## config.mk

```make
export PLATFORM = sky130hd
export DESIGN_NAME = uart_tx
export DESIGN_NICKNAME = d
export VERILOG_FILES = /design/src/hw/sensor_link_pkg.sv /design/src/hw/uart_tx.sv
export SDC_FILE = /design/constraint.sdc
export NUM_CORES = 1
export LEC_CHECK = 0
export ABC_CLOCK_PERIOD_IN_PS = 3650
export BUFFER_PORTS_ARGS = -buffer_cell sky130_fd_sc_hd__buf_4
export CAP_MARGIN = 20
export CORE_ASPECT_RATIO = 1.1
export CORE_MARGIN = 3
export CORE_UTILIZATION = 35
export DETAILED_ROUTE_END_ITERATION = 8
export PLACE_DENSITY = 0.56
export RECOVER_POWER = 25
export SETUP_SLACK_MARGIN = 0.3
export SLEW_MARGIN = 25
export SYNTH_ARGS = -nofsm -noshare
export SYNTH_HDL_FRONTEND = slang
export SYNTH_SLANG_ARGS = --single-unit
```

## constraint.sdc

```tcl
create_clock -name clock -period 3.65 [get_ports clock]
set_clock_uncertainty 0.1 [all_clocks]
set_input_delay 0.365 -clock clock [delete_from_list [all_inputs] [get_ports clock]]
set_output_delay 0.365 -clock clock [all_outputs]
set_load 0.1 [all_outputs]
```

## src/hw/sensor_link_pkg.sv

```systemverilog
// Widths, reset settings and enums shared by the link; gaps below the sequencer minimum are stretched
package sensor_link_pkg;

	// Serial byte and setting widths
	localparam int BYTE_W = 8;
	localparam int CPB_W  = 12;
	localparam int GAP_W  = 16;

	// Settings after reset, in clock cycles
	localparam logic [CPB_W-1:0] CPB_RESET      = 12'd16;
	localparam logic [GAP_W-1:0] BYTE_GAP_RESET = 16'd4;
	localparam logic [GAP_W-1:0] PKT_GAP_RESET  = 16'd32;

	// Configuration register map
	typedef enum logic [1:0] {
		CFG_CPB      = 2'd0,
		CFG_BYTE_GAP = 2'd1,
		CFG_PKT_GAP  = 2'd2,
		CFG_ENABLE   = 2'd3
	} cfg_addr_e;

	// Byte sequencer states
	typedef enum logic [2:0] {
		SEQ_IDLE      = 3'd0,
		SEQ_LOAD      = 3'd1,
		SEQ_SEND      = 3'd2,
		SEQ_BYTE_REST = 3'd3,
		SEQ_PKT_REST  = 3'd4
	} seq_state_e;

	// UART transmitter states
	typedef enum logic [1:0] {
		TX_IDLE  = 2'd0,
		TX_START = 2'd1,
		TX_DATA  = 2'd2,
		TX_STOP  = 2'd3
	} tx_state_e;

endpackage

```

## src/hw/uart_tx.sv

```systemverilog
// 8N1 transmitter; cpb must be at least 1 and is sampled at each byte start
`timescale 1ns/1ps

module uart_tx (
	input  logic                                clock,
	input  logic                                reset,
	input  logic [sensor_link_pkg::CPB_W-1:0]   cpb_i,
	input  logic                                tx_start_i,
	input  logic [sensor_link_pkg::BYTE_W-1:0]  tx_data_i,
	output logic                                tx_busy_o,
	output logic                                tx_o
);

	sensor_link_pkg::tx_state_e          state_q;
	logic [sensor_link_pkg::CPB_W-1:0]   cpb_q;
	logic [sensor_link_pkg::CPB_W-1:0]   cyc_cnt_q;
	logic [2:0]                          bit_idx_q;
	logic [sensor_link_pkg::BYTE_W-1:0]  shift_q;
	logic                                bit_end;

	assign tx_busy_o = (state_q != sensor_link_pkg::TX_IDLE);
	assign bit_end   = (cyc_cnt_q == cpb_q - 1'b1);

	always_ff @(posedge clock or posedge reset)
	begin
		if (reset)
		begin
			state_q   <= sensor_link_pkg::TX_IDLE;
			cyc_cnt_q <= '0;
			bit_idx_q <= '0;
			tx_o      <= 1'b1;
		end
		else
		begin
			cyc_cnt_q <= (bit_end || !tx_busy_o) ? '0 : cyc_cnt_q + 1'b1;
			case (state_q)
				sensor_link_pkg::TX_IDLE:
				begin
					if (tx_start_i)
					begin
						tx_o    <= 1'b0;
						state_q <= sensor_link_pkg::TX_START;
					end
				end
				sensor_link_pkg::TX_START:
				begin
					if (bit_end)
					begin
						tx_o      <= shift_q[0];
						bit_idx_q <= '0;
						state_q   <= sensor_link_pkg::TX_DATA;
					end
				end
				sensor_link_pkg::TX_DATA:
				begin
					if (bit_end && (bit_idx_q == 3'd7))
					begin
						tx_o    <= 1'b1;
						state_q <= sensor_link_pkg::TX_STOP;
					end
					else if (bit_end)
					begin
						tx_o      <= shift_q[1];
						bit_idx_q <= bit_idx_q + 1'b1;
					end
				end
				default:
				begin
					if (bit_end)
						state_q <= sensor_link_pkg::TX_IDLE;
				end
			endcase
		end
	end

	// LSB first, one shift per data bit
	always_ff @(posedge clock)
	begin
		if ((state_q == sensor_link_pkg::TX_IDLE) && tx_start_i)
		begin
			shift_q <= tx_data_i;
			cpb_q   <= cpb_i;
		end
		else if ((state_q == sensor_link_pkg::TX_DATA) && bit_end)
		begin
			shift_q <= shift_q >> 1;
		end
	end

endmodule

```

==> summary.md <==
| Metric | Value |
|---|---|
| Netlist cell types | 51 |
| Final worst slack | 0.670 ns |
| Num CTS Buffers | 5 |
| Clock power frac | between 40% and 50% |
| DR pass1 iterations | 5 |
| IO Pins | 25 |
| Pins Over Slew Limit | 0 |
| Final setup viols | 0 |
| Synth warn | 0 |
| Syn nets | 235 |
| Critical path endpoint category | register |
| Crit Reg-Reg Endpoint | state_q[1] |
| Layout Cells excl Fill | 310 |
| Yosys reg bits | 38 |
| CTS tree | built |
| Hold WC Path Type | primary input to async pin |
| Dpl cells | around 300 |
| R2R Path Start | cpb_q[0] |
| ANT cells | 0 |
| Worst VDD drop | 0.201 mV |
| Die H | 89.4 um |
| Hold Violations, Final | 0 |
| Commonest cells after routing, fill and taps aside | nor2_1 (20), edfxtp_1 (20), dfrtp_1 (17) |
| Worst Tran Pin Value | ~0.68 ns |
| Mapped Cells | 204 |
| Number of synthesized flops with an enable pin | 20 |
| Min Tclk post-route | approximately 3.0 ns |
| Worst path cell trace | inv_1, ha_1, nor2b_4, xnor2_1, o41a_1, a2111oi_2, nand4_1, a2bb2oi_2, mux2_1 |
| Syn-to-layout area delta | 17.1% |
| DRT antenna net count | 0 |
| Total internal power | around 0.73 mW |
| Crit path buffers/inverters | 1 |
| DRT Wirelength | just over 4000 um |
| Port bufs | 24 |
| Post-Route Setup TNS | 0 ns |
| Switch Pwr | between 0.15 and 0.2 mW |
| Synthesized area | ~2200 um2 |
| CP max stage cell | edfxtp_1 |
| Final Util | 43.6% |
| Max clock buf depth | 2 |
| Core area | 5950 um2 |
| Status | completed |
| CP required | roughly 3.7 ns |
| Clk slew on worst S/H paths | around 0.070 ns |
| Gr ovfl total | 0 |
| Leading post-synthesis cells by cell area | edfxtp_1 (27%), dfrtp_1 (19%), xnor2_1 (5.9%), ha_1 (4.5%), mux2_2 (3.6%) |
| R2R setup slack | around 0.67 ns |
| Static Leak | 0.993 nW |
| Initial Util | 37.2% |
| Ys async rst share | between 40% and 50% |
| Most used DFF post-synth | edfxtp_1 |
| Top-area cell type share of the netlist area | 27.1% |
| RSZ-0062 raised after global routing | no |
| Share of layout cells above drive strength 1 | 21.0% |
| Global-route wire length before repair | approximately 7000 um |
| Die area | 7320 um2 |
| Layout net count | approximately 260 |
| DR iter-0 viols | roughly 110 |
| Placed Area | between 2000 and 2500 um2 |
| Min Hold Slack | between 0.07 and 0.08 ns |
| Mean routed wirelength per cell | 13.4 um |
| DRC | 0 |
| Initial antenna violation count | 0 |
| Worst Setup Start Kind | register |
| Sequential element share of the synthesized area | 47.5% |
| Logic pwr share | between 2 and 2.5% |
| Sw Ratio | 17.1% |
| Largest net degree at the start of global routing | 19 |
| Num rows | 29 |
| Mapped Avg Cell Area | roughly 11 um2 |
| Worst EP arrival | a little over 3 ns |
| Worst Reg-to-Reg Cells | 9 |
| Largest area contributor in the netlist | edfxtp_1 |
| Fin crit share | 81.6% |
| CP Class | register to register |
| Via count | roughly 1600 |
| Number of global-route vias before repair | 1429 |
| Dpl ws | about 0.45 ns |
| Clock root buffer master | clkbuf_8 |
| Maximum clock rate | 336 MHz |
| Die width | between 80 and 90 um |
| Total power draw | between 0.8 and 0.9 mW |
| Reg power frac | 50.8% |
| CP top delay family | compound AO/OA/AOI/OAI gates |
| Hpwl dp | around 3100 um |
| Sink Count | 38 |
| Critical Path Fanout Max | 9 |
| Worst-Skew Late Latency | approximately 0.28 ns |
| Slew HR | between 50 and 60% |
| PwrDens | ~340 nW/um2 |
| Total GRT Usage | about an eighth |
| Crit path largest cell delay | about 0.52 ns |
| Post-cts sizing count | 0 |
| Design area | 2590 um2 |
| Placer Congestion | ~0.8 |
| Max-cap violation count | 0 |
| CTS HTree Levels | 2 |
| Vias/cell | between 5 and 6 |
==> sequential cells by signal (all words and copies together) (netlist names) <==
| register | flops |
|---|---|
| tx_o | 1 |
| cpb_q | 12 |
| shift_q | 8 |
| bit_idx_q | 3 |
| state_q | 2 |
| cyc_cnt_q | 12 |
==> cell families after synthesis <==
family,Yosys count,synth area share (%)
AO/OA/AOI/OAI,33,11.4
buffers and inverters,18,4.63
adder cells (fa/ha/maj),8,4.52
AND/OR/NAND/NOR,75,18.3
multiplexers,9,4.52
XOR/XNOR,23,9.10
flip-flops,38,47.5
==> cells in the mapped netlist (2+ instances only) <==
cell and n:
inv_1 11, edfxtp_1 20, nand4_1 4, a211oi_1 3, nor2_1 20, nand2_1 15
o211ai_1 5, a31oi_1 3, buf_6 4, mux2_2 7, ha_1 8, a311oi_1 2
o21ai_1 4, nor4_1 4, xnor2_1 15, or4_1 2, nand3_1 11, o21ai_0 3
dfrtp_1 17, xor2_1 8, and3_1 7, o31a_1 2
==> power by group through the flow <==
stage	clock network [mW]	registers, mW	logic [mW]
final	0.415	0.450	0.0213
after global routing	0.448	0.450	0.0240
after CTS	0.432	0.450	0.0228
after detailed placement	0	0.459	0.0227
after global placement	0	0.459	0.0224
after floorplan	0	0.459	0.00342
==> cell type report <==
type	instances	area [um2]
inverters	11	41.3
well taps	77	96.3
clock inverters	3	63.8
clock buffers	5	68.8
repair buffers	28	210
flip-flops and latches	38	1050
multi-input cells	148	1060
fillers	585	3360
==> worst max-delay path by stage <==
stage                  to  cells past startpoint  startpoint  slack, ns
6_report       state_q[1]                      9    cpb_q[0]       0.67
5_1_grt        state_q[1]                      9    cpb_q[0]       0.40
4_1_cts        shift_q[2]                      9    cpb_q[0]       0.43
3_5_place_dp   shift_q[2]                      9    cpb_q[0]       0.45
3_3_place_gp   shift_q[3]                      9    cpb_q[0]       0.51
2_1_floorplan  shift_q[0]                     11    cpb_q[1]       0.57
==> per-layer routing <==
layer  global-route usage, %  up-vias  share of wire [%]  wire length, um
met5                       0        -                  0                0
met4                    4.68        0                1.4               59
met3                    2.72        6                4.4              184
met2                    18.2       36                 45             1880
met1                    17.5      752                 49             2020
li1                        -      808                  -                -
==> what timing repair did <==
item	4_1_cts	5_1_grt
hold buffers	0	0
buffers inserted	0	3
endpoints found under the setup margin	0	20
Note: power is estimated with default switching activity, not from simulation.
