<file path="src/hw/sensor_link_pkg.sv">
// Widths, reset settings and enums shared by the link; gaps below the sequencer minimum are stretched
package sensor_link_pkg;

	// Serial byte and setting widths
	localparam int BYTE_W = 8;
	localparam int CPB_W  = 12;
	localparam int GAP_W  = 16;

	// Settings after reset, in clock cycles
	localparam logic [CPB_W-1:0] CPB_RESET      = 12'd16;
	localparam logic [GAP_W-1:0] BYTE_GAP_RESET = 16'd4;
	localparam logic [GAP_W-1:0] PKT_GAP_RESET  = 16'd32;

	// Configuration register map
	typedef enum logic [1:0] {
		CFG_CPB      = 2'd0,
		CFG_BYTE_GAP = 2'd1,
		CFG_PKT_GAP  = 2'd2,
		CFG_ENABLE   = 2'd3
	} cfg_addr_e;

	// Byte sequencer states
	typedef enum logic [2:0] {
		SEQ_IDLE      = 3'd0,
		SEQ_LOAD      = 3'd1,
		SEQ_SEND      = 3'd2,
		SEQ_BYTE_REST = 3'd3,
		SEQ_PKT_REST  = 3'd4
	} seq_state_e;

	// UART transmitter states
	typedef enum logic [1:0] {
		TX_IDLE  = 2'd0,
		TX_START = 2'd1,
		TX_DATA  = 2'd2,
		TX_STOP  = 2'd3
	} tx_state_e;

endpackage

</file>
<file path="src/hw/stream_ingress.sv">
// Source holds data until ack; ack is withheld while all FIFO_DEPTH packet slots are occupied
`timescale 1ns/1ps

module stream_ingress #(
	parameter int PAYLOAD_BYTES = 6,
	parameter int FIFO_DEPTH    = 2
) (
	input  logic                                              clock,
	input  logic                                              reset,
	input  logic                                              sens_req_i,
	input  logic [PAYLOAD_BYTES*sensor_link_pkg::BYTE_W-1:0]  sens_data_i,
	output logic                                              sens_ack_o,
	input  logic                                              pop_i,
	output logic                                              fifo_valid_o,
	output logic [PAYLOAD_BYTES*sensor_link_pkg::BYTE_W-1:0]  fifo_data_o
);

	localparam int PKT_W = PAYLOAD_BYTES * sensor_link_pkg::BYTE_W;
	localparam int PTR_W = (FIFO_DEPTH > 1) ? $clog2(FIFO_DEPTH) : 1;
	localparam int CNT_W = $clog2(FIFO_DEPTH + 1);
	localparam logic [PTR_W-1:0] LAST_SLOT = PTR_W'(FIFO_DEPTH - 1);
	localparam logic [CNT_W-1:0] FULL_CNT  = CNT_W'(FIFO_DEPTH);

	logic [PKT_W-1:0] mem_q [FIFO_DEPTH];
	logic [PTR_W-1:0] wr_ptr_q;
	logic [PTR_W-1:0] rd_ptr_q;
	logic [CNT_W-1:0] count_q;
	logic             full;
	logic             push;

	assign full         = (count_q == FULL_CNT);
	assign push         = sens_req_i && !sens_ack_o && !full;
	assign fifo_valid_o = (count_q != '0);
	assign fifo_data_o  = mem_q[rd_ptr_q];

	// Handshake and circular pointers
	always_ff @(posedge clock or posedge reset)
	begin
		if (reset)
		begin
			sens_ack_o <= 1'b0;
			wr_ptr_q   <= '0;
			rd_ptr_q   <= '0;
			count_q    <= '0;
		end
		else
		begin
			if (push)
				sens_ack_o <= 1'b1;
			else if (!sens_req_i)
				sens_ack_o <= 1'b0;

			if (push)
				wr_ptr_q <= (wr_ptr_q == LAST_SLOT) ? '0 : wr_ptr_q + 1'b1;
			if (pop_i)
				rd_ptr_q <= (rd_ptr_q == LAST_SLOT) ? '0 : rd_ptr_q + 1'b1;

			case ({push, pop_i})
				2'b10:   count_q <= count_q + 1'b1;
				2'b01:   count_q <= count_q - 1'b1;
				default: count_q <= count_q;
			endcase
		end
	end

	always_ff @(posedge clock)
	begin
		if (push)
			mem_q[wr_ptr_q] <= sens_data_i;
	end

	// A write never lands on a slot that still holds an unread packet
	a_no_write_full: assert property (@(posedge clock) disable iff (reset)
		push |-> ((count_q == '0) || (wr_ptr_q != rd_ptr_q)));

	// Scheduler pops only a stream that holds a packet
	a_no_pop_empty: assert property (@(posedge clock) disable iff (reset)
		pop_i |-> fifo_valid_o);

endmodule

</file>
<file path="config.mk">
export PLATFORM = sky130hd
export DESIGN_NAME = stream_ingress
export DESIGN_NICKNAME = d
export VERILOG_FILES = /design/src/hw/sensor_link_pkg.sv /design/src/hw/stream_ingress.sv
export SDC_FILE = /design/constraint.sdc
export NUM_CORES = 1
export LEC_CHECK = 0
export BUFFER_PORTS_ARGS = -buffer_cell sky130_fd_sc_hd__buf_2
export CORE_MARGIN = 5
export CORE_UTILIZATION = 52
export CTS_CLUSTER_DIAMETER = 100
export DETAILED_ROUTE_END_ITERATION = 16
export PLACE_DENSITY = 0.79
export SLEW_MARGIN = 20
export SYNTH_ARGS = -nofsm -noshare
export SYNTH_HDL_FRONTEND = slang
export SYNTH_SLANG_ARGS = --single-unit
</file>
<file path="constraint.sdc">
create_clock -name clock -period 3.4 [get_ports clock]
set_input_delay 0.68 -clock clock [delete_from_list [all_inputs] [get_ports clock]]
set_output_delay 0.68 -clock clock [all_outputs]
set_load 0.1 [all_outputs]
</file>
==> insert_results.sql <==
INSERT INTO impl_metrics (metric_group, metric, value, unit) VALUES
('cts', 'clkSlewWorstSetupHoldPaths', '90', 'ps'),
('routing', 'route.top_layer_used', 'met4', ''),
('floorplanning', 'initial_cell_density_of_the_core', '0.524', ''),
('cts', 'clk_lat_worst_skew', '350', 'ps'),
('final_layout', 'diodes', '0', ''),
('routing', 'finalWirelength', '6270', 'um'),
('cts', 'post-cts-setup-buffer-count', '0', ''),
('hold_path', 'timing.hold.worst.class', 'in2async', ''),
('grt', 'grt_first_pass_wirelength', '9520', 'um'),
('routing', 'detail_route.wl_per_cell', '16.3', 'um'),
('setup_path', 'worstPathCellList', 'buf_12, mux2_2, buf_2', ''),
('grt', 'grt_start_max_net_pins', '27', ''),
('routing', 'drt_pass1_iterations', '5', ''),
('timing', 'grt_setup_unrepaired', 'no', ''),
('setup_path', 'worst_path_largest_cell_delay', '770', 'ps'),
('grt', 'gr-usage-all-layers', '0.146', ''),
('grt', 'grt_pass1_vias', '2004', ''),
('final_layout', 'postLayoutCellArea', '4570', 'sq um'),
('cts', 'holdBufCountCts', '0', ''),
('routing', 'via_count', '1869', ''),
('synth', 'synthesis_warnings', '0', ''),
('setup_path', 'critical_path_buf_inv_count', '2', ''),
('cts', 'htree_num_levels', '3', ''),
('timing', 'fmaxAchievable', '0.366', 'GHz'),
('timing', 'worst_pin_slew', '608', 'ps'),
('grt', 'antenna_found_initial', '0', ''),
('cts', 'number_of_buffers_added_by_the_clock_tree_synthesis_step', '9', ''),
('cts', 'tritoncts_num_sinks', '101', ''),
('cts', 'clk_root_buffer_cell', 'sky130_fd_sc_hd__clkbuf_8', ''),
('setup_path', 'critical_path_required', '2720', 'ps'),
('timing', 'setup_viol', '0', ''),
('placed_design', 'gp_congestion', '0.720', ''),
('setup_path', 'critical_path.max_fanout', '26', ''),
('run_status', 'outcome', 'complete, no violations', ''),
('setup_path', 'worst_setup_path_start_kind', 'register', ''),
('setup_path', 'worst_ep_arrival_time', '2060', 'ps'),
('timing', 'timing_max_transition_violations_final', '0', ''),
('routing', 'drtAntennaViolNets', '0', ''),
('floorplanning', 'design.core.area', '7140', 'sq um'),
('routing', 'route.detailed.drc', '0', ''),
('routing', 'met1_length', '2380', 'um'),
('cts', 'clk_path_buf_depth', '2', ''),
('routing', 'met3WireLength', '574', 'um'),
('setup_path', 'cpMaxStageDelayCell', 'sky130_fd_sc_hd__dfrtp_2', ''),
('placed_design', 'dp_hpwl', '4460', 'um'),
('placed_design', 'placed_area', '4380', 'sq um'),
('timing', 'period_share', '0.805', ''),
('synth', 'syn-instance-count', '169', ''),
('synth', 'syn-cell-area', '3740', 'sq um'),
('final_layout', 'synthToLayoutAreaGrowth', '22.3', '%'),
('final_layout', 'layout.cells.most_common', 'sky130_fd_sc_hd__buf_2', ''),
('synth', 'synth_seq_cells', '101', ''),
('setup_path', 'r2r_slack', '1720', 'ps'),
('routing', 'drt_iter0_markers', '67', ''),
('routing', 'detailroute.wirelength.met2', '3270', 'um'),
('timing', 'finClkSkew', '11.5', 'ps'),
('setup_path', 'endpoint_kind', 'output port', ''),
('timing', 'totalNegativeSetupSlack', '0', 'ps'),
('grt', 'grt-ovfl-total', '0', ''),
('setup_path', 'setup.worst_path.start', 'rd_ptr_q$_DFFE_PP0P_', ''),
('setup_path', 'rr_startpoint', 'count_q[0]$_DFFE_PP0P_', ''),
('floorplanning', 'die-area', '8980', 'sq um'),
('floorplanning', 'die_y', '94.8', 'um'),
('final_layout', 'layout.cells.most_common_list', 'sky130_fd_sc_hd__buf_2 (101), sky130_fd_sc_hd__edfxtp_1 (96), sky130_fd_sc_hd__mux2_2 (38)', ''),
('cts', 'tritoncts_clock_tree', 'yes', ''),
('floorplanning', 'die_x', '94.8', 'um'),
('flow_run', 'max_cap_viol_count', '0', ''),
('routing', 'detail_routed_via_count_per_cell', '4.85', ''),
('setup_path', 'worst_path_dominant_cell_family', 'flip-flops', ''),
('final_layout', 'layout_cell_share_with_drive_strength_beyond_1', '0.605', ''),
('timing', 'final_period_minus_worst_setup_slack', '2740', 'ps'),
('timing', 'slew_headroom', '0.595', ''),
('placed_design', 'buffer_ports.inserted', '101', ''),
('final_layout', 'nets', '334', ''),
('cts', 'postCtsResizedCells', '0', ''),
('synth', 'syn_area_per_cell', '22.1', 'sq um'),
('synth', 'post_synth_num_cell_types', '16', ''),
('floorplanning', 'boundaryPins', '102', ''),
('floorplanning', 'placementRows', '31', ''),
('setup_path', 'timing.setup.critical_path_class', 'reg2out', ''),
('timing', 'final_hold_vio_count', '0', ''),
('synth', 'synthesis.nets', '222', ''),
('synth', 'synth-seq-area-share', '0.805', '');
state kept, by name (all words and copies together), names as in the netlist:
| signal | flops |
|---|---|
| count_q | 2 |
| mem_q | 96 |
| rd_ptr_q | 1 |
| sens_ack_o | 1 |
| wr_ptr_q | 1 |
cell families after synthesis:
family                   share of synthesized area
XOR/XNOR                                    0.0117
AND/OR/NAND/NOR                            0.00837
adder cells (fa/ha/maj)                    0.00335
multiplexers                                 0.155
buffers and inverters                       0.0151
flip-flops                                   0.805
AO/OA/AOI/OAI                              0.00201
synth_stat cells:
| cell type | n | area share |
|---|---|---|
| sky130_fd_sc_hd__edfxtp_1 | 96 | 0.77 |
| sky130_fd_sc_hd__mux2_2 | 38 | 0.11 |
| sky130_fd_sc_hd__mux2_4 | 10 | 0.040 |
| sky130_fd_sc_hd__dfrtp_1 | 5 | 0.033 |
| sky130_fd_sc_hd__buf_4 | 3 | 0.0060 |
| sky130_fd_sc_hd__nor2_1 | 3 | 0.0030 |
| sky130_fd_sc_hd__xnor2_1 | 3 | 0.0070 |
| sky130_fd_sc_hd__inv_1 | 2 | 0.0020 |
| sky130_fd_sc_hd__xor2_1 | 2 | 0.0047 |
| sky130_fd_sc_hd__buf_6 | 1 | 0.0030 |
| sky130_fd_sc_hd__buf_8 | 1 | 0.0040 |
| sky130_fd_sc_hd__ha_1 | 1 | 0.0033 |
| sky130_fd_sc_hd__nand2b_1 | 1 | 0.0017 |
| sky130_fd_sc_hd__nand3b_1 | 1 | 0.0020 |
| sky130_fd_sc_hd__o21a_1 | 1 | 0.0020 |
| sky130_fd_sc_hd__or2_2 | 1 | 0.0017 |
final timing paths:
kind                                     endpoint  cells after the start
max                                fifo_data_o[6]                      3
min                        sens_ack_o$_DFFE_PP0P_                      2
max reg2reg                 mem_q[0][6]$_DFFE_PP_                      4
min reg2reg                count_q[1]$_DFFE_PP0P_                      1
max in group asynchronous    rd_ptr_q$_DFFE_PP0P_                      2
min in group clock         count_q[1]$_DFFE_PP0P_                      1
metal layers:
layer	vias up	GRT usage
li1	880	-
met1	914	0.163
met2	68	0.247
met3	7	0.0741
met4	0	0.0361
met5	-	0
area by class of cell:
cell class                 count  area [sq um]
timing repair buffer         106           556
multi-input combinational     61           688
clock buffer                  12           155
inverter                       2          7.51
clock inverter                 4          32.5
tap                           99           124
fill                         553          2560
sequential                   101          3010
worst reg2reg max path, stage by stage, from the launching register on:
cell and delay [ps]:
sky130_fd_sc_hd__dfrtp_1 420, sky130_fd_sc_hd__nand2b_1 150, sky130_fd_sc_hd__nand3b_1 260, sky130_fd_sc_hd__nor2_4 170, sky130_fd_sc_hd__buf_4 330
stage by stage:
step                      hold slack [ps]  cells   util  setup WS (ps)
after floorplan                       456    169      -           -219
after global placement                472    369  0.614           1040
after detailed placement              480    369  0.614           1020
after CTS                             199    385  0.641            616
after global routing                  188    385  0.641            567
final                                 216    385  0.641            664
Power is left out: the tool's default activity adds up to more than one toggle a clock period on the data nets, which glitch-free logic cannot reach.
