## config.mk

```make
export PLATFORM = sky130hd
export DESIGN_NAME = byte_sequencer
export DESIGN_NICKNAME = d
export VERILOG_FILES = /design/src/hw/sensor_link_pkg.sv /design/src/hw/byte_sequencer.sv
export SDC_FILE = /design/constraint.sdc
export NUM_CORES = 1
export LEC_CHECK = 0
export BUFFER_PORTS_ARGS = -buffer_cell sky130_fd_sc_hd__buf_2
export CAP_MARGIN = 10
export CORE_ASPECT_RATIO = 0.7
export CORE_MARGIN = 2
export CORE_UTILIZATION = 47
export CTS_CLUSTER_DIAMETER = 40
export CTS_CLUSTER_SIZE = 25
export DETAILED_ROUTE_END_ITERATION = 8
export MAX_ROUTING_LAYER = met4
export PLACE_DENSITY = 0.79
export REMOVE_ABC_BUFFERS = 1
export SLEW_MARGIN = 25
export SYNTH_ARGS = -nofsm -noshare
export SYNTH_HDL_FRONTEND = slang
export SYNTH_SLANG_ARGS = --single-unit
```

## constraint.sdc

```tcl
create_clock -name clock -period 2 [get_ports clock]
set_input_delay 0.4 -clock clock [delete_from_list [all_inputs] [get_ports clock]]
set_output_delay 0.4 -clock clock [all_outputs]
set_load 0.02 [all_outputs]
```

## src/hw/sensor_link_pkg.sv

```systemverilog
// Widths, reset settings and enums shared by the link; gaps below the sequencer minimum are stretched
package sensor_link_pkg;

	// Serial byte and setting widths
	localparam int BYTE_W = 8;
	localparam int CPB_W  = 12;
	localparam int GAP_W  = 16;

	// Settings after reset, in clock cycles
	localparam logic [CPB_W-1:0] CPB_RESET      = 12'd16;
	localparam logic [GAP_W-1:0] BYTE_GAP_RESET = 16'd4;
	localparam logic [GAP_W-1:0] PKT_GAP_RESET  = 16'd32;

	// Configuration register map
	typedef enum logic [1:0] {
		CFG_CPB      = 2'd0,
		CFG_BYTE_GAP = 2'd1,
		CFG_PKT_GAP  = 2'd2,
		CFG_ENABLE   = 2'd3
	} cfg_addr_e;

	// Byte sequencer states
	typedef enum logic [2:0] {
		SEQ_IDLE      = 3'd0,
		SEQ_LOAD      = 3'd1,
		SEQ_SEND      = 3'd2,
		SEQ_BYTE_REST = 3'd3,
		SEQ_PKT_REST  = 3'd4
	} seq_state_e;

	// UART transmitter states
	typedef enum logic [1:0] {
		TX_IDLE  = 2'd0,
		TX_START = 2'd1,
		TX_DATA  = 2'd2,
		TX_STOP  = 2'd3
	} tx_state_e;

endpackage

```

## src/hw/byte_sequencer.sv

```systemverilog
// Idle-high gaps on the line equal the settings; byte gaps under 3 and packet gaps under 6 are stretched
`timescale 1ns/1ps

module byte_sequencer #(
	parameter int PAYLOAD_BYTES = 6
) (
	input  logic                                  clock,
	input  logic                                  reset,
	input  logic                                  pending_i,
	input  logic                                  pkt_valid_i,
	input  logic [sensor_link_pkg::BYTE_W-1:0]    byte_i,
	input  logic [sensor_link_pkg::GAP_W-1:0]     byte_gap_i,
	input  logic [sensor_link_pkg::GAP_W-1:0]     pkt_gap_i,
	input  logic                                  tx_busy_i,
	output logic                                  load_o,
	output logic [$clog2(PAYLOAD_BYTES+2)-1:0]    byte_sel_o,
	output logic                                  tx_start_o,
	output logic [sensor_link_pkg::BYTE_W-1:0]    tx_data_o
);

	localparam int SEL_W   = $clog2(PAYLOAD_BYTES + 2);
	localparam int GAP_W   = sensor_link_pkg::GAP_W;
	localparam logic [SEL_W-1:0] LAST_SEL = SEL_W'(PAYLOAD_BYTES + 1);

	// Idle cycles on tx_o already spent in handover outside the rest states
	localparam logic [GAP_W-1:0] BYTE_GAP_ADJ = GAP_W'(3);
	localparam logic [GAP_W-1:0] PKT_GAP_ADJ  = GAP_W'(6);

	sensor_link_pkg::seq_state_e state_q;
	logic [GAP_W-1:0]            gap_cnt_q;
	logic                        issue;
	logic                        byte_done;

	// Start a byte after a fresh load or at the end of a byte rest
	assign issue = ((state_q == sensor_link_pkg::SEQ_LOAD) && !load_o && pkt_valid_i) ||
		((state_q == sensor_link_pkg::SEQ_BYTE_REST) && (gap_cnt_q <= BYTE_GAP_ADJ));

	// Busy rises the cycle after start, so a low busy without start means done
	assign byte_done = (state_q == sensor_link_pkg::SEQ_SEND) && !tx_start_o && !tx_busy_i;

	always_ff @(posedge clock or posedge reset)
	begin
		if (reset)
		begin
			state_q    <= sensor_link_pkg::SEQ_IDLE;
			gap_cnt_q  <= '0;
			load_o     <= 1'b0;
			byte_sel_o <= '0;
			tx_start_o <= 1'b0;
		end
		else
		begin
			tx_start_o <= issue;
			case (state_q)
				sensor_link_pkg::SEQ_IDLE:
				begin
					if (pending_i)
					begin
						load_o     <= 1'b1;
						byte_sel_o <= '0;
						state_q    <= sensor_link_pkg::SEQ_LOAD;
					end
				end
				sensor_link_pkg::SEQ_LOAD:
				begin
					load_o <= 1'b0;
					// Nothing was found if the mask changed after the request
					if (issue)
						state_q <= sensor_link_pkg::SEQ_SEND;
					else if (!load_o)
						state_q <= sensor_link_pkg::SEQ_IDLE;
				end
				sensor_link_pkg::SEQ_SEND:
				begin
					if (byte_done && (byte_sel_o == LAST_SEL))
					begin
						gap_cnt_q <= pkt_gap_i;
						state_q   <= sensor_link_pkg::SEQ_PKT_REST;
					end
					else if (byte_done)
					begin
						byte_sel_o <= byte_sel_o + 1'b1;
						gap_cnt_q  <= byte_gap_i;
						state_q    <= sensor_link_pkg::SEQ_BYTE_REST;
					end
				end
				sensor_link_pkg::SEQ_BYTE_REST:
				begin
					if (issue)
						state_q <= sensor_link_pkg::SEQ_SEND;
					else
						gap_cnt_q <= gap_cnt_q - 1'b1;
				end
				sensor_link_pkg::SEQ_PKT_REST:
				begin
					if (gap_cnt_q <= PKT_GAP_ADJ)
						state_q <= sensor_link_pkg::SEQ_IDLE;
					else
						gap_cnt_q <= gap_cnt_q - 1'b1;
				end
				default:
				begin
					state_q <= sensor_link_pkg::SEQ_IDLE;
				end
			endcase
		end
	end

	always_ff @(posedge clock)
	begin
		if (issue)
			tx_data_o <= byte_i;
	end

	// Never start the transmitter mid-byte
	a_start_idle: assert property (@(posedge clock) disable iff (reset)
		tx_start_o |-> !tx_busy_i);

endmodule

```

==> results of run 1 <==
## routing by layer
metal	part of all wire	global-route usage	up-vias
met5	0	-	-
met3	0.095	0.0675	21
met2	0.45	0.388	126
li1	-	-	1012
met4	0.023	0.102	0
met1	0.43	0.372	1005
## worst max-delay path by stage
stage	start	endpoint	slack (ns)	depth (start not counted)
detailed placement	gap_cnt_q[5]	gap_cnt_q[2]	-0.12	6
finish	gap_cnt_q[5]	gap_cnt_q[12]	-0.11	7
CTS	gap_cnt_q[5]	tx_data_o[7]	-0.02	5
global route	gap_cnt_q[5]	gap_cnt_q[5]	-0.12	7
global placement	gap_cnt_q[5]	gap_cnt_q[6]	-0.04	6
floorplan	byte_sel_o[0]	gap_cnt_q[6]	-0.26	7
## sequential cells by signal, indices dropped and copies added (netlist names)
name,flops
gap_cnt_q,16
tx_data_o,8
byte_sel_o,3
state_q,3
load_o,1
tx_start_o,1
## power groups by stage
stage / Clock, mW / Combinational (mW) / Sequential [mW]
after floorplan: 0 / 0.815 / 1.12
after global placement: 0 / 1.54 / 1.04
after detailed placement: 0 / 1.58 / 1.06
after CTS: 0.618 / 1.70 / 1.06
after global routing: 0.650 / 2.06 / 1.11
final: 0.618 / 1.91 / 1.08
## worst max-delay path, stage by stage, from the launching register on
cell and delay, ns:
dfrtp_1 0.40, buf_4 0.14, buf_4 0.14, nor4_1 0.44, nand2_1 0.18, o31ai_1 0.38
a31oi_1 0.14, a21o_1 0.17
## layout make-up
cell class              instances  area [um2]  area share
inverters                       9        33.8      0.0112
flip-flops and latches         32         841       0.278
multi-input cells             163        1290       0.428
repair buffers                102         683       0.226
well taps                      52        65.1      0.0215
clock buffers                   5        68.8      0.0228
clock inverters                 3        37.5      0.0124
## cell usage after synthesis (all sizes together) (6+ instances only)
cell type / n
inv: 9
a31oi: 9
o21ai: 14
nor3: 9
nor2: 13
nand3: 7
mux2: 6
nand2: 20
mux2i: 11
a21oi: 12
dfrtp: 24
clkbuf: 6
edfxtp: 8
a21o: 6
buf: 6
## per-stage QoR
stage                     total power, mW  utilization  cell area, um2  worst slack [ns]
final                                3.61        0.756            3020            -0.110
after global routing                 3.82        0.756            3020            -0.119
after floorplan                      1.94            -            1940            -0.257
after global placement               2.58        0.661            2640           -0.0437
after detailed placement             2.65        0.661            2640            -0.120
after CTS                            3.38        0.719            2870           -0.0235
## cells by family (layout without fill, tap and decap cells)
logic type / count (synthesis) / count (layout)
flops: 32 / 32
compound gates: 65 / 66
fa+ha+maj: 4 / 4
buf+inv: 21 / 119
simple gates: 75 / 76
mux: 17 / 17
## what timing repair did
action                     CTS  global route
gates resized for setup     20            23
hold endpoints to repair     0             0
setup endpoints to repair   24            27
pin swaps                    2             4
cloned                       1             1
setup buffers                3             1
==> results.cfg, run 1 <==
[synth]
synthMuxAreaShare = 0.0888
synthFlopType = dfrtp_1
synth_top_area_frac = 0.300
yosysUniqueCellTypes = 43
synthXorXnorAreaFrac = 0
synth_top_family_by_area = compound AO/OA/AOI/OAI gates
yosysSeqAreaShare = 0.420
avgSynthCellArea_um2 = 9.35
netlist_area_mm2 = 0.00200
netlist_instances = 214
synth-adder-area-share = 0.0250
yosysWarnings = 0
synth.largest_area_cell = dfrtp_1
yosys.area_share.simple = 0.201
synth-compound-area-share = 0.216
synth_edf_count = 8
synth_async_sr_flop_share = 0.750
ys_ff_latch = 32
ys_top_cells_by_area = dfrtp_1 30%, edfxtp_1 12%, mux2i_1 5.5%

[run]
cap_violations = 0

[detailed_routing]
wl_um = 6240
num_vias = 2164
drt_iter0_markers = 223
antenna_left = 0
via_per_inst = 5.91
wl_per_cell_um = 17.1
drc = 0
drt_pre_antenna_iters = 7

[timing]
hold_ws_ns = 0.145
tightest_slew_ns = 0.581
rsz0062_at_grt = true
fin_crit_sh = 1.06
worst_slack_ns = -0.110
slew_viol_final = 0
fin_tns_setup_ns = -0.765
period_needed_ns = 2.11
hold_viol = 0
maxSlewHeadroom = 0.610
max_clock_freq_mhz = 474
setup_viol = 20
finClkSkew_ns = 0.0110

[clock_tree]
path_clk_slew_ns = 0.08
clock_latency_ns = 0.30
cts_tree = done
numCtsBuffers = 5
clockBufferDepth = 2
clock_sinks = 32
cts_hold_buf = 0
htreeDepth = 2
cts_root_buf = clkbuf_8

[worst_setup_path]
reg2reg_setup_slack_ns = -0.11
crit_path_start_kind = flop
r2r_end = gap_cnt_q[12]
crit_arrival_ns = 2.30
worst-path-max-fanout = 5
worstSetupPathType = reg -> reg
crit_path_end_kind = flop
rr_worst_depth = 7
r2r_start = gap_cnt_q[5]
worstPathRequired_ns = 2.19

[power]
p_seq_frac = 0.300
clkPwrFrac = 0.171
p_int_mw = 2.15
comb_power_share = 0.529
switching_power_mw = 1.46
p_sw_frac = 0.404
p_per_area_mw_per_mm2 = 1200
vdd_ir_drop_max_v = 0.000708
cellLeakagePower_nw = 1.46

[global_routing]
grt_max_degree = 29
grt_first_pass_wirelength_um = 9320
grt_overflow_total = 0
grt_pass1_vias = 2007
track_usage = 0.271
antenna_found_initial = 0

[layout]
layout-drive-gt1-share = 0.468
final_common_cell = buf_2
syn_to_final_growth_pct = 51.0
layout_common_cells = 57 x buf_2, 36 x buf_4, 24 x dfrtp_1
antenna_cells = 0
fill_cells = 254
layout.nets = 362
layoutNonFillerInstCount = 366

[place]
dp_cells = 352
port_buffers = 57
post-dp-hpwl_um = 4130
place_congestion = 0.919

[floorplan]
die-area_mm2 = 0.00480
die_y_um = 58.6
dieWidth_um = 82.0
floorplan.initialDensity = 0.501
row_count = 19
core_area_mm2 = 0.00399
ios = 58

[outcome]
violations = negative setup slack
status = complete, but fails checks

[min_path]
min_path_type = in -> async
Note: power is estimated with default switching activity, not from simulation.
==> run 2: changes to the inputs <==
--- a/config.mk
+++ b/config.mk
@@ -5,16 +5,17 @@
 export SDC_FILE = /design/constraint.sdc
 export NUM_CORES = 1
 export LEC_CHECK = 0
+export ABC_AREA = 1
 export BUFFER_PORTS_ARGS = -buffer_cell sky130_fd_sc_hd__buf_2
 export CAP_MARGIN = 10
 export CORE_ASPECT_RATIO = 0.7
 export CORE_MARGIN = 2
-export CORE_UTILIZATION = 47
+export CORE_UTILIZATION = 48
 export CTS_CLUSTER_DIAMETER = 40
 export CTS_CLUSTER_SIZE = 25
 export DETAILED_ROUTE_END_ITERATION = 8
 export MAX_ROUTING_LAYER = met4
-export PLACE_DENSITY = 0.79
+export PLACE_DENSITY = 0.8
 export REMOVE_ABC_BUFFERS = 1
 export SLEW_MARGIN = 25
 export SYNTH_ARGS = -nofsm -noshare
==> run 2 against run 1 <==
Compared with the run above:
- the run now ends clean
- flip-flop and latch count did not move
- maximum frequency is 19% higher
- combinational power fell by 6%
- critical path depth up 2
- die area grew 6.3%
- worst setup slack improved by 0.34 ns
- non-clock buffer count is 38 lower
- hold slack improved by 0.010 ns
- via count is 3.5% higher
- register-to-register slack improved by 0.34 ns
- global-route usage decreased by 3.5 points
- critical path type unchanged
- highest routed layer unchanged
==> results.cfg, run 2 <==
[outcome]
status = finished clean

[detailed_routing]
num_vias = 2240
drc = 0
antenna_left = 0
wl_per_cell_um = 12.3
wl_um = 5410
drt_pre_antenna_iters = 4
drt_iter0_markers = 117
via_per_inst = 5.08

[timing]
hold_viol = 0
fin_tns_setup_ns = 0
finClkSkew_ns = 0.00821
fin_crit_sh = 0.885
slew_viol_final = 0
max_clock_freq_mhz = 565
worst_slack_ns = 0.231
maxSlewHeadroom = 0.651
period_needed_ns = 1.77
rsz0062_at_grt = false
setup_viol = 0
tightest_slew_ns = 0.524

[synth]
ys_top_cells_by_area = dfrtp_1 28%, nand2_1 21%, nand3_1 11%
yosysWarnings = 0
synth.largest_area_cell = dfrtp_1
netlist_area_mm2 = 0.00218
netlist_instances = 321
synth.most_common_cell = nand2_1
synth_edf_count = 8
avgSynthCellArea_um2 = 6.79
synthFlopType = dfrtp_1
ys_ff_latch = 32
synth_top_area_frac = 0.276
yosysUniqueCellTypes = 27
synthTopCellsByCount = 124 x nand2_1, 48 x nand3_1, 37 x inv_1
yosysSeqAreaShare = 0.386
synth_async_sr_flop_share = 0.750

[layout]
final_common_cell = nand2_1
fin_util = 0.608
layout.nets = 434
fill_cells = 405
top_register = gap_cnt_q
largestRegisters = gap_cnt_q (16), tx_data_o (8)
largest_register_ffs = 16
multi_input_area_mm2 = 0.00114
ff_latch_area_um2 = 841
fin_area_mm2 = 0.00265
layout_common_cells = 124 x nand2_1, 57 x buf_2, 48 x nand3_1
syn_to_final_growth_pct = 21.5
antenna_cells = 0
layout-drive-gt1-share = 0.225

[global_routing]
track_usage = 0.236
antenna_found_initial = 0
grt_first_pass_wirelength_um = 9030
grt_max_degree = 25
grt_overflow_total = 0
grt_pass1_vias = 1990

[clock_tree]
clock_sinks = 32
cts_root_buf = clkbuf_8
cts_resized = 0
clock_latency_ns = 0.28
numCtsBuffers = 5
cts_hold_buf = 0
clockBufferDepth = 2
cts_setup_buffers = 0
cts_tree = done
path_clk_slew_ns = 0.07
htreeDepth = 2

[floorplan]
die-area_mm2 = 0.00510
ios = 58
dieWidth_um = 84.5
floorplan.initialDensity = 0.501
core_area_mm2 = 0.00435
row_count = 20
die_y_um = 60.4

[worst_setup_path]
crit_start = gap_cnt_q[0]
crit_path_start_kind = flop
worstSetupPathType = reg -> reg
worstPathRequired_ns = 2.17
worst-path-max-fanout = 6
crit_arrival_ns = 1.94
crit_path_end_kind = flop
r2r_start = gap_cnt_q[0]

[power]
clkPwrFrac = 0.169
p_sw_frac = 0.471
switching_power_mw = 1.68
comb_power_share = 0.506
vdd_ir_drop_max_v = 0.000714
p_per_area_mw_per_mm2 = 1350
cellLeakagePower_nw = 1.51
p_total_mw = 3.57
p_int_mw = 1.89
p_seq_frac = 0.326

[place]
post-place-ws_ns = 0.267
place_congestion = 0.901
post-dp-hpwl_um = 4020
port_buffers = 57
placed_area_mm2 = 0.00254

[min_path]
min_path_type = in -> async

[run]
cap_violations = 0
==> run 2: layout make-up <==
cell class,instances,share of cell area
clock buffer,5,0.0260
clock inverter,3,0.0142
inverter,40,0.0567
multi-input combinational,242,0.432
sequential,32,0.318
tap,55,0.0260
timing repair buffer,64,0.128
==> run 2: logic make-up (layout without fill, tap and decap cells) <==
logic type / after synthesis / after routing / share of synthesized area
adder cells (fa/ha/maj): 4 / 4 / 0.0230
flip-flops: 32 / 32 / 0.386
XOR/XNOR: 1 / 1 / 0.00402
AO/OA/AOI/OAI: 14 / 14 / 0.0419
AND/OR/NAND/NOR: 223 / 223 / 0.456
buffers and inverters: 47 / 112 / 0.0895
==> run 2: per-layer routing <==
metal  track usage  vias to the layer above  share of wire
met2         0.362                       78           0.44
met1         0.317                     1012           0.47
met4        0.0748                        0          0.014
met5             -                        -              0
met3        0.0517                        9          0.075
li1              -                     1141              -
==> run 2: power by group through the flow <==
| stage | combinational [mW] | sequential (mW) | clock (mW) |
|---|---|---|---|
| after detailed placement | 1.79 | 1.16 | 0 |
| final | 1.80 | 1.16 | 0.602 |
| after CTS | 1.81 | 1.16 | 0.610 |
| after global placement | 1.73 | 1.16 | 0 |
| after floorplan | 1.25 | 1.18 | 0 |
| after global routing | 2.05 | 1.20 | 0.635 |
==> run 2: path summary, 6_finish.rpt <==
kind                                 end  slack, ns  depth (start not counted)
min reg2reg                 gap_cnt_q[0]       0.48                          2
max                        gap_cnt_q[14]       0.23                          9
max in group asynchronous  byte_sel_o[1]       1.58                          3
max reg2reg                gap_cnt_q[14]       0.23                          9
min in group clock          tx_data_o[6]       0.29                          1
min                        gap_cnt_q[15]       0.16                          3
==> run 2: critical path: stages, from the launching register on <==
cell     delay (ns)
dfrtp_1        0.38
inv_1          0.11
ha_1           0.21
nand3_1        0.21
nor2_1         0.36
nand3_1        0.13
nand3_1        0.11
nand2_1        0.05
nand2_1        0.06
nand2_1        0.05
==> run 2: per-stage QoR <==
step,hold WS (ns),instances
finish,0.155,441
detailed placement,0.465,433
global placement,0.456,433
global route,0.187,441
floorplan,0.415,314
CTS,0.167,441
