==> config.mk <==
export PLATFORM = sky130hd
export DESIGN_NAME = link_config_regs
export DESIGN_NICKNAME = d
export VERILOG_FILES = /design/src/hw/sensor_link_pkg.sv /design/src/hw/link_config_regs.sv
export SDC_FILE = /design/constraint.sdc
export NUM_CORES = 1
export LEC_CHECK = 0
export BUFFER_PORTS_ARGS = -buffer_cell sky130_fd_sc_hd__buf_2
export CAP_MARGIN = 40
export CORE_MARGIN = 4
export CORE_UTILIZATION = 52
export CTS_CLUSTER_DIAMETER = 200
export DETAILED_ROUTE_END_ITERATION = 6
export PLACE_DENSITY = 0.89
export SYNTH_ARGS = -nofsm -noshare
export SYNTH_HDL_FRONTEND = slang
export SYNTH_SLANG_ARGS = --single-unit
export TNS_END_PERCENT = 5
==> constraint.sdc <==
create_clock -name clock -period 3.4 [get_ports clock]
set_input_delay 0 -clock clock [delete_from_list [all_inputs] [get_ports clock]]
set_output_delay 0 -clock clock [all_outputs]
set_load 0.02 [all_outputs]
==> src/hw/sensor_link_pkg.sv <==
// Widths, reset settings and enums shared by the link; gaps below the sequencer minimum are stretched
package sensor_link_pkg;

	// Serial byte and setting widths
	localparam int BYTE_W = 8;
	localparam int CPB_W  = 12;
	localparam int GAP_W  = 16;

	// Settings after reset, in clock cycles
	localparam logic [CPB_W-1:0] CPB_RESET      = 12'd16;
	localparam logic [GAP_W-1:0] BYTE_GAP_RESET = 16'd4;
	localparam logic [GAP_W-1:0] PKT_GAP_RESET  = 16'd32;

	// Configuration register map
	typedef enum logic [1:0] {
		CFG_CPB      = 2'd0,
		CFG_BYTE_GAP = 2'd1,
		CFG_PKT_GAP  = 2'd2,
		CFG_ENABLE   = 2'd3
	} cfg_addr_e;

	// Byte sequencer states
	typedef enum logic [2:0] {
		SEQ_IDLE      = 3'd0,
		SEQ_LOAD      = 3'd1,
		SEQ_SEND      = 3'd2,
		SEQ_BYTE_REST = 3'd3,
		SEQ_PKT_REST  = 3'd4
	} seq_state_e;

	// UART transmitter states
	typedef enum logic [1:0] {
		TX_IDLE  = 2'd0,
		TX_START = 2'd1,
		TX_DATA  = 2'd2,
		TX_STOP  = 2'd3
	} tx_state_e;

endpackage

==> src/hw/link_config_regs.sv <==
// Host must hold address and data stable from req rise until ack; enable uses the low N_STREAMS bits
`timescale 1ns/1ps

module link_config_regs #(
	parameter int N_STREAMS = 4
) (
	input  logic                                 clock,
	input  logic                                 reset,
	input  logic                                 cfg_req_i,
	input  sensor_link_pkg::cfg_addr_e           cfg_addr_i,
	input  logic [15:0]                          cfg_wdata_i,
	output logic                                 cfg_ack_o,
	output logic [sensor_link_pkg::CPB_W-1:0]    cpb_o,
	output logic [sensor_link_pkg::GAP_W-1:0]    byte_gap_o,
	output logic [sensor_link_pkg::GAP_W-1:0]    pkt_gap_o,
	output logic [N_STREAMS-1:0]                 enable_o
);

	// Write once per request, then hold ack until req drops
	always_ff @(posedge clock or posedge reset)
	begin
		if (reset)
		begin
			cfg_ack_o  <= 1'b0;
			cpb_o      <= sensor_link_pkg::CPB_RESET;
			byte_gap_o <= sensor_link_pkg::BYTE_GAP_RESET;
			pkt_gap_o  <= sensor_link_pkg::PKT_GAP_RESET;
			enable_o   <= '0;
		end
		else if (cfg_req_i && !cfg_ack_o)
		begin
			cfg_ack_o <= 1'b1;
			case (cfg_addr_i)
				sensor_link_pkg::CFG_CPB:      cpb_o <= cfg_wdata_i[sensor_link_pkg::CPB_W-1:0];
				sensor_link_pkg::CFG_BYTE_GAP: byte_gap_o <= cfg_wdata_i;
				sensor_link_pkg::CFG_PKT_GAP:  pkt_gap_o <= cfg_wdata_i;
				default:                       enable_o <= cfg_wdata_i[N_STREAMS-1:0];
			endcase
		end
		else if (!cfg_req_i)
		begin
			cfg_ack_o <= 1'b0;
		end
	end

	// Ack only answers a request seen on the previous edge
	a_ack_after_req: assert property (@(posedge clock) disable iff (reset)
		$rose(cfg_ack_o) |-> $past(cfg_req_i));

endmodule

==> results of run 1 <==
[worst register-to-register path, cell delays in order (launching register included)]
cell and delay (ns):
dfrtp_1 0.44, and4bb_1 0.89, mux2_2 0.43
[timing repair]
| action | in CTS | in global routing |
|---|---|---|
| hold endpoints to repair | 91 | 0 |
| setup buffers | 0 | 0 |
| hold buffers | 18 | 0 |
[final timing paths]
path	slack, ns	from	end
min reg2reg	0.50	cpb_o[3]	cpb_o[3]
max reg2reg	1.53	cfg_ack_o	pkt_gap_o[3]
max	1.53	cfg_ack_o	pkt_gap_o[3]
min	0.15	reset	byte_gap_o[7]
max in group asynchronous	2.71	reset	byte_gap_o[2]
min in group clock	0.21	cfg_addr_i[1]	cpb_o[3]
[stage by stage]
step	total power (W)	utilization, %	cell area (sq um)	hold slack (ns)	worst slack, ns
after floorplan	0.00111	-	1980	0.0976	1.91
after CTS	0.00166	71.5	2620	0.143	1.54
after global routing	0.00174	71.5	2620	0.157	1.45
final	0.00165	71.5	2620	0.149	1.53
after global placement	0.00128	63.2	2310	0.158	1.59
after detailed placement	0.00130	64.1	2350	-0.0723	1.55
[power by group]
group	total [W]	leakage [nW]	internal [W]	switching, W
sequential	0.000788	0.582	0.000715	0.0000727
combinational	0.000517	0.647	0.000236	0.000281
clock	0.000345	0.0455	0.000166	0.000179
[final cells by class]
cell class | instances | area share (%)
well taps | 48 | 2.29
flip-flops and latches | 49 | 47.0
clock buffers | 8 | 3.44
multi-input cells | 52 | 25.7
inverters | 1 | 0.143
repair buffers | 89 | 21.4
[flip-flops by register name, indices dropped and copies added (netlist names)]
register,count
enable_o,4
cpb_o,12
cfg_ack_o,1
pkt_gap_o,16
byte_gap_o,16
[placed cells by master, fill, tap and decap left out, drive strengths merged]
cell type and n:
and4bb 2, buf 71, clkbuf 8, dfrtp 46, dfstp 3, dlygate4sd3 18, inv 1, mux2 48
nand4b 1, nor4b 1
[cell families (layout without fill, tap and decap cells)]
family | count (synthesis) | after routing | synth area share, %
buffers and inverters | 7 | 98 | 3.92
flip-flops | 49 | 49 | 62.1
multiplexers | 48 | 48 | 31.1
AND/OR/NAND/NOR | 4 | 4 | 2.91
[per-layer routing]
metal | vias up | wire, microns | track usage [%]
met3 | 2 | 364 | 7.25
met4 | 0 | 20 | 3.83
met5 | - | 0 | 0
li1 | 555 | - | -
met2 | 52 | 1940 | 29.9
met1 | 598 | 1800 | 23.9
==> metrics.txt, run 1 <==
syn_area_per_cell=18.3 sq um; Max-Cap Viols=0; Placed Cells=221; crit path launch type=flop; wire per inst=approximately 17 microns; ANT nets after route=0; synthesized cell area=1980 sq um; final WL=between 4 and 5 mm; cell depth of the worst setup path=2; Bufs on Longest Clock Path=2; DR vias=about 1,200; Root Buffer=clkbuf_8; Port Buffers=69; iteration count of the initial detailed-routing pass=2; vias per inst=~4.9; die area=4860 sq um; Nets=~220; count leader, synth=dfrtp_1; Main synth FF type=dfrtp_1; Pleak=between 1 and 1.5 nW; peak supply drop=about 0.38 mV; R2R cell count=2; CTS tree=built; sequential element share of the synthesized area=approximately 62%; worst-path fanout max=16; largest delay contributor family on the critical path=simple AND/OR/NAND/NOR gates; # IOs=70; antenna fix cells=0; Worst-path clk slew=around 0.08 ns; global route overflow=0; Synth Warn #=0; crit-path cells=and4bb_1, mux2_2; RSZ-0062 raised after global routing=no; vias in the first global route=between 1,000 and 1,500; required time worst endpoint=3.59 ns; routability-driven placement congestion ratio=between 0.7 and 0.8; data arrival time of the worst path=2.06 ns; share of cells above drive strength 1=between 60% and 70%; GRT Total Usage=about 18%; number of enable flip-flop cells after synthesis=0; synth unique cells=12; CP endpoint kind=flop; initial DRC count=34; H-tree depth=2; Yosys reg bits=roughly 50; initial antenna violation count=0; Starting Density=54.1%; Hold/Removal Path Class=in -> async; Post-Syn Nets=about 130; sequential cell area=around 1200 sq um; ys async rst share=between 90% and 100%; Final Cycle Share=55.1%; minimum clock period=1.87 ns; core area=3660 sq um; CTS resizes=0; global-route wire length before repair=slightly above 7 mm; dominant cell type by area after synthesis=dfrtp_1; Final TNS setup=0 ns; area of the multi-input gates=673 sq um; Fill cells=between 200 and 250; kind of critical path=reg -> reg; chip height=approximately 70 microns; CTS Sinks=between 40 and 50; worst skew pair latency=roughly 0.3 ns; post-DP HPWL=around 2.9 mm; Hold Fails Final Rpt=0; worst-path cell with the longest stage delay=and4bb_1; cell count after synthesis=roughly 110; status=completed; total CTS buffers=5; f_max=0.533 GHz; largest net degree at the start of global routing=a little over 40; Syn-to-layout area delta=32.2%; skew final=between 0.004 and 0.005 ns; P per Cell Area=about 630 nW/um^2; setup violators final=0; Worst Max-Slew Pin Slew=between 0.9 and 1 ns; synth cell count leaders=dfrtp_1, mux2_2, mux2_4, dfstp_2; non-filler instance count after layout=247; CP bufs+invs=0; Final Max Tran Viols=0; Slowest Stage Delay on Critical Path=~0.89 ns; row count=22; DRC violations left=0; Slew HR=39.2%; area share of the largest cell type after synthesis=58.1%; Die W=between 60 and 70 microns; Area contributors post-synth=dfrtp_1, mux2_2, mux2_4
Note: power is estimated with default switching activity, not from simulation.
==> inputs of run 2 (changes only) <==
CORE_UTILIZATION = 49   (was 52)
PLACE_DENSITY = 0.85   (was 0.89)
clock period = 1.8 ns   (was 3.4 ns; I/O delays follow)
==> run 2 against run 1 <==
Effect of this change: final area up 1.3%; die area up 5.4%; worst hold slack better by 0.10 ns; critical path depth up 1; largest power group unchanged; highest routed layer unchanged.
==> metrics.txt, run 2 (synthesized netlist as in run 1, its figures left out) <==
status=completed (unchanged); chip height=71.6 microns (was 69.7 microns); vias in the first global route=1,451 (was 1,409); Syn-to-layout area delta=33.9% (was 32.2%); required time worst endpoint=1.99 ns (was 3.59 ns); Final TNS setup=0 ns (unchanged); row count=22 (unchanged); R2R cell count=3 (was 2); Fill cells=260 (was 235); initial antenna violation count=0 (unchanged); crit-path cells=nor4b_4, buf_4, mux2_2 (was and4bb_1, mux2_2); GRT Total Usage=18.6% (was 18.5%); kind of critical path=reg -> reg (unchanged); antenna fix cells=0 (unchanged); ANT nets after route=0 (unchanged); r2r startpoint=cfg_ack_o (unchanged); skew final=0.00506 ns (was 0.00428 ns); RSZ-0062 raised after global routing=no (unchanged); Die W=71.6 microns (was 69.7 microns); critical path launch point=cfg_ack_o (unchanged); H-tree depth=2 (unchanged); most common cell after layout, fill and taps aside=buf_2 (unchanged); biggest regs=byte_gap_o (16), pkt_gap_o (16), cpb_o (12) (unchanged); Root Buffer=clkbuf_8 (unchanged); r2r setup slk=0.35 ns (was 1.53 ns); Starting Density=52.5% (was 54.1%); Slowest Stage Delay on Critical Path=0.44 ns (was 0.89 ns); CTS tree=built (unchanged); global route overflow=0 (unchanged); worst skew pair latency=0.30 ns (about the same); initial DRC count=80 (was 34); Post-CTS Hold Fix Bufs=18 (unchanged); f_max=0.689 GHz (was 0.533 GHz); crit path launch type=flop (unchanged); Bufs on Longest Clock Path=2 (unchanged); postcts setup bufs=0 (unchanged); CTS resizes=0 (unchanged); post-DP HPWL=2.92 mm (was 2.89 mm); Hold/Removal Path Class=in -> reg (was in -> async); Worst-path clk slew=0.08 ns (about the same); global-route wire length before repair=7.22 mm (was 7.16 mm); total CTS buffers=5 (unchanged); largest net degree at the start of global routing=50 (was 41); die area=5120 sq um (was 4860 sq um); largest delay contributor family on the critical path=flip-flops (was simple AND/OR/NAND/NOR gates); Final Max Tran Viols=0 (unchanged); worst setup path endpoint=cpb_o[11] (was pkt_gap_o[3]); sequential cell area=1230 sq um (unchanged); Max-Cap Viols=0 (unchanged); P per Cell Area=1180 nW/um^2 (was 630 nW/um^2); worst-path fanout max=12 (was 16); wire per inst=16.5 microns (was 16.7 microns); iteration count of the initial detailed-routing pass=4 (was 2); Worst Max-Slew Pin Slew=0.251 ns (was 0.911 ns); worst-path cell with the longest stage delay=dfrtp_1 (was and4bb_1); Post-DP Area=2370 sq um (was 2350 sq um); setup violators final=0 (unchanged); Hold Fails Final Rpt=0 (unchanged); Design Area, Final=2650 sq um (was 2620 sq um); area of the multi-input gates=673 sq um (unchanged); core area=3770 sq um (was 3660 sq um); # IOs=70 (unchanged); Slew HR=83.2% (was 39.2%); vias per inst=5.02 (was 4.89); Final Cycle Share=80.6% (was 55.1%); peak supply drop=0.961 mV (was 0.383 mV); most frequent cells in the layout=buf_2, dfrtp_1, mux2_2 (unchanged); data arrival time of the worst path=1.64 ns (was 2.06 ns); final WL=4.13 mm (about the same); Pleak=1.30 nW (was 1.27 nW); DRC violations left=0 (unchanged); Port Buffers=69 (unchanged); CTS Sinks=49 (unchanged); share of cells above drive strength 1=67.0% (was 65.3%); Worst R2R End=cpb_o[11] (was pkt_gap_o[3]); minimum clock period=1.45 ns (was 1.87 ns); CP bufs+invs=1 (was 0); DR vias=1,260 (was 1,207); Nets=223 (was 219); CP endpoint kind=flop (unchanged); routability-driven placement congestion ratio=0.803 (was 0.771); cell depth of the worst setup path=3 (was 2)
## run 2: cell types whose count changed in the layout (fill, tap and decap cells not counted), sizes merged
cell	change
buf	+4
clkbuf	-1
clkinv	+1
## run 2: cell type report
type | count | area share, %
Clock buffer | 7 | 3.63
Multi-Input combinational cell | 52 | 25.4
Clock inverter | 1 | 0.189
Tap cell | 48 | 2.27
Timing Repair Buffer | 93 | 22.0
Sequential cell | 49 | 46.4
Inverter | 1 | 0.142
## run 2: stage by stage
step | hold slack, ns | utilization, % | cells | power (W) | worst slack, ns
after global placement | 0.0501 | 62.8 | 225 | 0.00242 | 0.417
after global routing | 0.283 | 70.3 | 251 | 0.00331 | 0.271
after detailed placement | 0.0630 | 62.8 | 225 | 0.00246 | 0.351
after floorplan | 0.0976 | - | 108 | 0.00210 | 0.313
final | 0.254 | 70.3 | 251 | 0.00314 | 0.349
after CTS | 0.226 | 70.3 | 251 | 0.00317 | 0.340
## run 2: metal layers
layer	up-vias	GRT usage (%)	wire (microns)
met5	-	0	0
met4	0	6.47	65
met3	8	7.99	397
met2	57	29.3	1950
met1	623	22.8	1720
li1	572	-	-
## run 2: worst min path at each step
stage	cells past startpoint	slack (ns)	endpoint	startpoint
4_1_cts	3	0.23	enable_o[3]	cfg_addr_i[1]
5_1_grt	3	0.28	enable_o[0]	cfg_addr_i[1]
3_5_place_dp	3	0.06	byte_gap_o[5]	reset
2_1_floorplan	1	0.1	cfg_ack_o	cfg_req_i
3_3_place_gp	3	0.05	cpb_o[5]	reset
6_report	3	0.25	enable_o[0]	cfg_addr_i[1]
## run 2: report_power, final
| group | internal, W | switching [W] | total [W] |
|---|---|---|---|
| logic | 0.000448 | 0.000528 | 0.000976 |
| registers | 0.00135 | 0.000127 | 0.00148 |
| clock network | 0.000347 | 0.000340 | 0.000687 |
| total | 0.00215 | 0.000994 | 0.00314 |
## run 2: worst register-to-register path, delay by kind of cell (launching register included)
family	cells	cell delay [ns]
simple gates	1	0.28
mux	1	0.37
buf+inv	1	0.26
flops	1	0.44
==> inputs of run 3 (changes only) <==
CORE_UTILIZATION = 44   (was 49)
PLACE_DENSITY = 0.81   (was 0.85)
clock period = 1.3 ns   (was 1.8 ns; I/O delays follow)
==> run 3 against run 2 <==
Effect of this change: the run now ends with negative setup slack left; die area is 10% higher; via count is 2.8% lower; critical path depth stayed put; first-iteration DRC count is 13% lower; total power is 42% higher; final cell count is 2.4% higher; final area is 6.3% higher; global-route usage is 2.0 points lower; worst setup slack worse by 0.45 ns; critical endpoint is now byte_gap_o[14]; highest routed layer unchanged.
==> metrics.txt, run 3 (synthesized netlist as in run 1, its figures left out) <==
status=complete, but fails checks (was completed); failing checks=negative setup slack; CTS tree=built (unchanged); DRC violations left=0 (unchanged); global-route wire length before repair=6.89 mm (was 7.22 mm); post-DP HPWL=2.86 mm (was 2.92 mm); vias in the first global route=1,301 (was 1,451); kind of critical path=reg -> reg (unchanged); Hold/Removal Path Class=in -> reg (unchanged); Port Buffers=69 (unchanged); Worst Max-Slew Pin Slew=0.321 ns (was 0.251 ns); sequential cell area=1230 sq um (about the same); GRT Total Usage=16.5% (was 18.6%); most common cell after layout, fill and taps aside=buf_2 (unchanged); vias per inst=4.77 (was 5.02); core area=4350 sq um (was 3770 sq um); r2r startpoint=cfg_ack_o (unchanged); final worst setup slack=-0.0964 ns (was 0.349 ns); WHS=0.243 ns (was 0.254 ns); worst skew pair latency=0.30 ns (about the same); worst setup path endpoint=byte_gap_o[14] (was cpb_o[11]); f_max=0.716 GHz (was 0.689 GHz); peak supply drop=0.902 mV (was 0.961 mV); R2R cell count=3 (unchanged); Final TNS setup=-2.98 ns (was 0 ns); # IOs=70 (unchanged); most frequent cells in the layout=buf_2, dfrtp_1, mux2_4 (was buf_2, dfrtp_1, mux2_2); H-tree depth=2 (unchanged); iteration count of the initial detailed-routing pass=3 (was 4); DR vias=1,225 (was 1,260); Syn-to-layout area delta=42.3% (was 33.9%); final design utilization=64.7% (was 70.3%); wire per inst=17.1 microns (was 16.5 microns); final WL=4.38 mm (was 4.13 mm); skew final=0.00720 ns (was 0.00506 ns); RSZ-0062 raised after global routing=yes (was no); share of cells above drive strength 1=68.3% (was 67.0%); Starting Density=45.5% (was 52.5%); required time worst endpoint=1.48 ns (was 1.99 ns); P per Cell Area=1580 nW/um^2 (was 1180 nW/um^2); Max-Cap Viols=0 (unchanged); chip height=75.1 microns (was 71.6 microns); global route overflow=0 (unchanged); Worst R2R End=byte_gap_o[14] (was cpb_o[11]); Fill cells=308 (was 260); Die W=75.1 microns (was 71.6 microns); row count=24 (was 22); r2r setup slk=-0.1 ns (was 0.35 ns); critical path launch point=cfg_ack_o (unchanged); crit path launch type=flop (unchanged); setup violators final=48 (was 0); Hold Fails Final Rpt=0 (unchanged); CP endpoint kind=flop (unchanged); initial antenna violation count=0 (unchanged); Slew HR=78.5% (was 83.2%); CTS Sinks=49 (unchanged); Nets=225 (was 223); ANT nets after route=0 (unchanged); Final Cycle Share=107% (was 80.6%); Bufs on Longest Clock Path=2 (unchanged); Worst-path clk slew=0.09 ns (was 0.08 ns); data arrival time of the worst path=1.58 ns (was 1.64 ns); area of the multi-input gates=767 sq um (was 673 sq um); antenna fix cells=0 (unchanged); minimum clock period=1.40 ns (was 1.45 ns); worst-path fanout max=8 (was 12); die area=5640 sq um (was 5120 sq um); Final Max Tran Viols=0 (unchanged); total CTS buffers=5 (unchanged); biggest regs=byte_gap_o (16), pkt_gap_o (16), cpb_o (12) (unchanged); initial DRC count=70 (was 80); routability-driven placement congestion ratio=0.716 (was 0.803); Root Buffer=clkbuf_8 (unchanged); largest net degree at the start of global routing=50 (unchanged); Pleak=1.40 nW (was 1.30 nW)
-- run 3: cell types whose count changed in the layout (fill, tap and decap cells not counted) --
cell | before | now
mux2_2 | 28 | 4
buf_16 | 0 | 1
clkbuf_8 | 7 | 6
mux2_4 | 20 | 44
buf_4 | 5 | 3
dfrtp_1 | 46 | 45
dfrtp_2 | 0 | 1
clkinv_4 | 0 | 1
and4bb_4 | 0 | 1
buf_12 | 1 | 4
and4bb_1 | 2 | 1
-- run 3: per-layer routing --
metal	wire length (microns)	part of all wire, %	vias up	track usage, %
met5	0	0	-	0
met4	52	1.2	0	5.93
met3	334	7.6	4	4.01
met2	2020	46	48	26.7
met1	1980	45	600	21.8
li1	-	-	573	-
-- run 3: worst min path at each step --
stage	slack, ns	endpoint	from	cells after the start
after floorplan	0.1	cfg_ack_o	cfg_req_i	1
after global placement	0.06	pkt_gap_o[12]	reset	3
after detailed placement	0.06	pkt_gap_o[13]	reset	3
after CTS	0.24	enable_o[3]	cfg_req_i	3
after global routing	0.25	enable_o[2]	cfg_req_i	3
final	0.24	enable_o[3]	cfg_req_i	3
-- run 3: area by class of cell --
| class | instances | area share (%) |
|---|---|---|
| Clock buffer | 6 | 2.93 |
| Clock inverter | 2 | 0.488 |
| Inverter | 1 | 0.133 |
| Multi-Input combinational cell | 52 | 27.2 |
| Sequential cell | 49 | 43.7 |
| Tap cell | 52 | 2.31 |
| Timing Repair Buffer | 95 | 23.3 |
-- run 3: report_power, final --
group	switching, W	total (W)	internal (W)
Clock	0.000493	0.000925	0.000432
Sequential	0.000188	0.00206	0.00187
Combinational	0.000745	0.00147	0.000725
Total	0.00143	0.00445	0.00303
-- run 3: critical path, stage by stage (launching register included) --
cell,delay [ns]
dfrtp_2,0.44
and4bb_4,0.39
buf_12,0.16
mux2_4,0.30
-- run 3: stage by stage --
step / power [W] / instances / worst slack (ns) / instance area (sq um)
3_3_place_gp: 0.00337 / 229 / -0.0734 / 2420
3_5_place_dp: 0.00341 / 229 / -0.112 / 2420
4_1_cts: 0.00448 / 257 / -0.120 / 2800
2_1_floorplan: 0.00291 / 108 / -0.113 / 1990
6_report: 0.00445 / 257 / -0.0964 / 2820
5_1_grt: 0.00468 / 257 / -0.129 / 2820
-- run 3: repair_timing --
item	in CTS	in global routing
pin swaps	1	1
hold buffers	18	0
buffers inserted	1	0
gates resized for setup	22	4
cloned	1	0
endpoints found under the setup margin	43	48
hold endpoints to repair	97	0
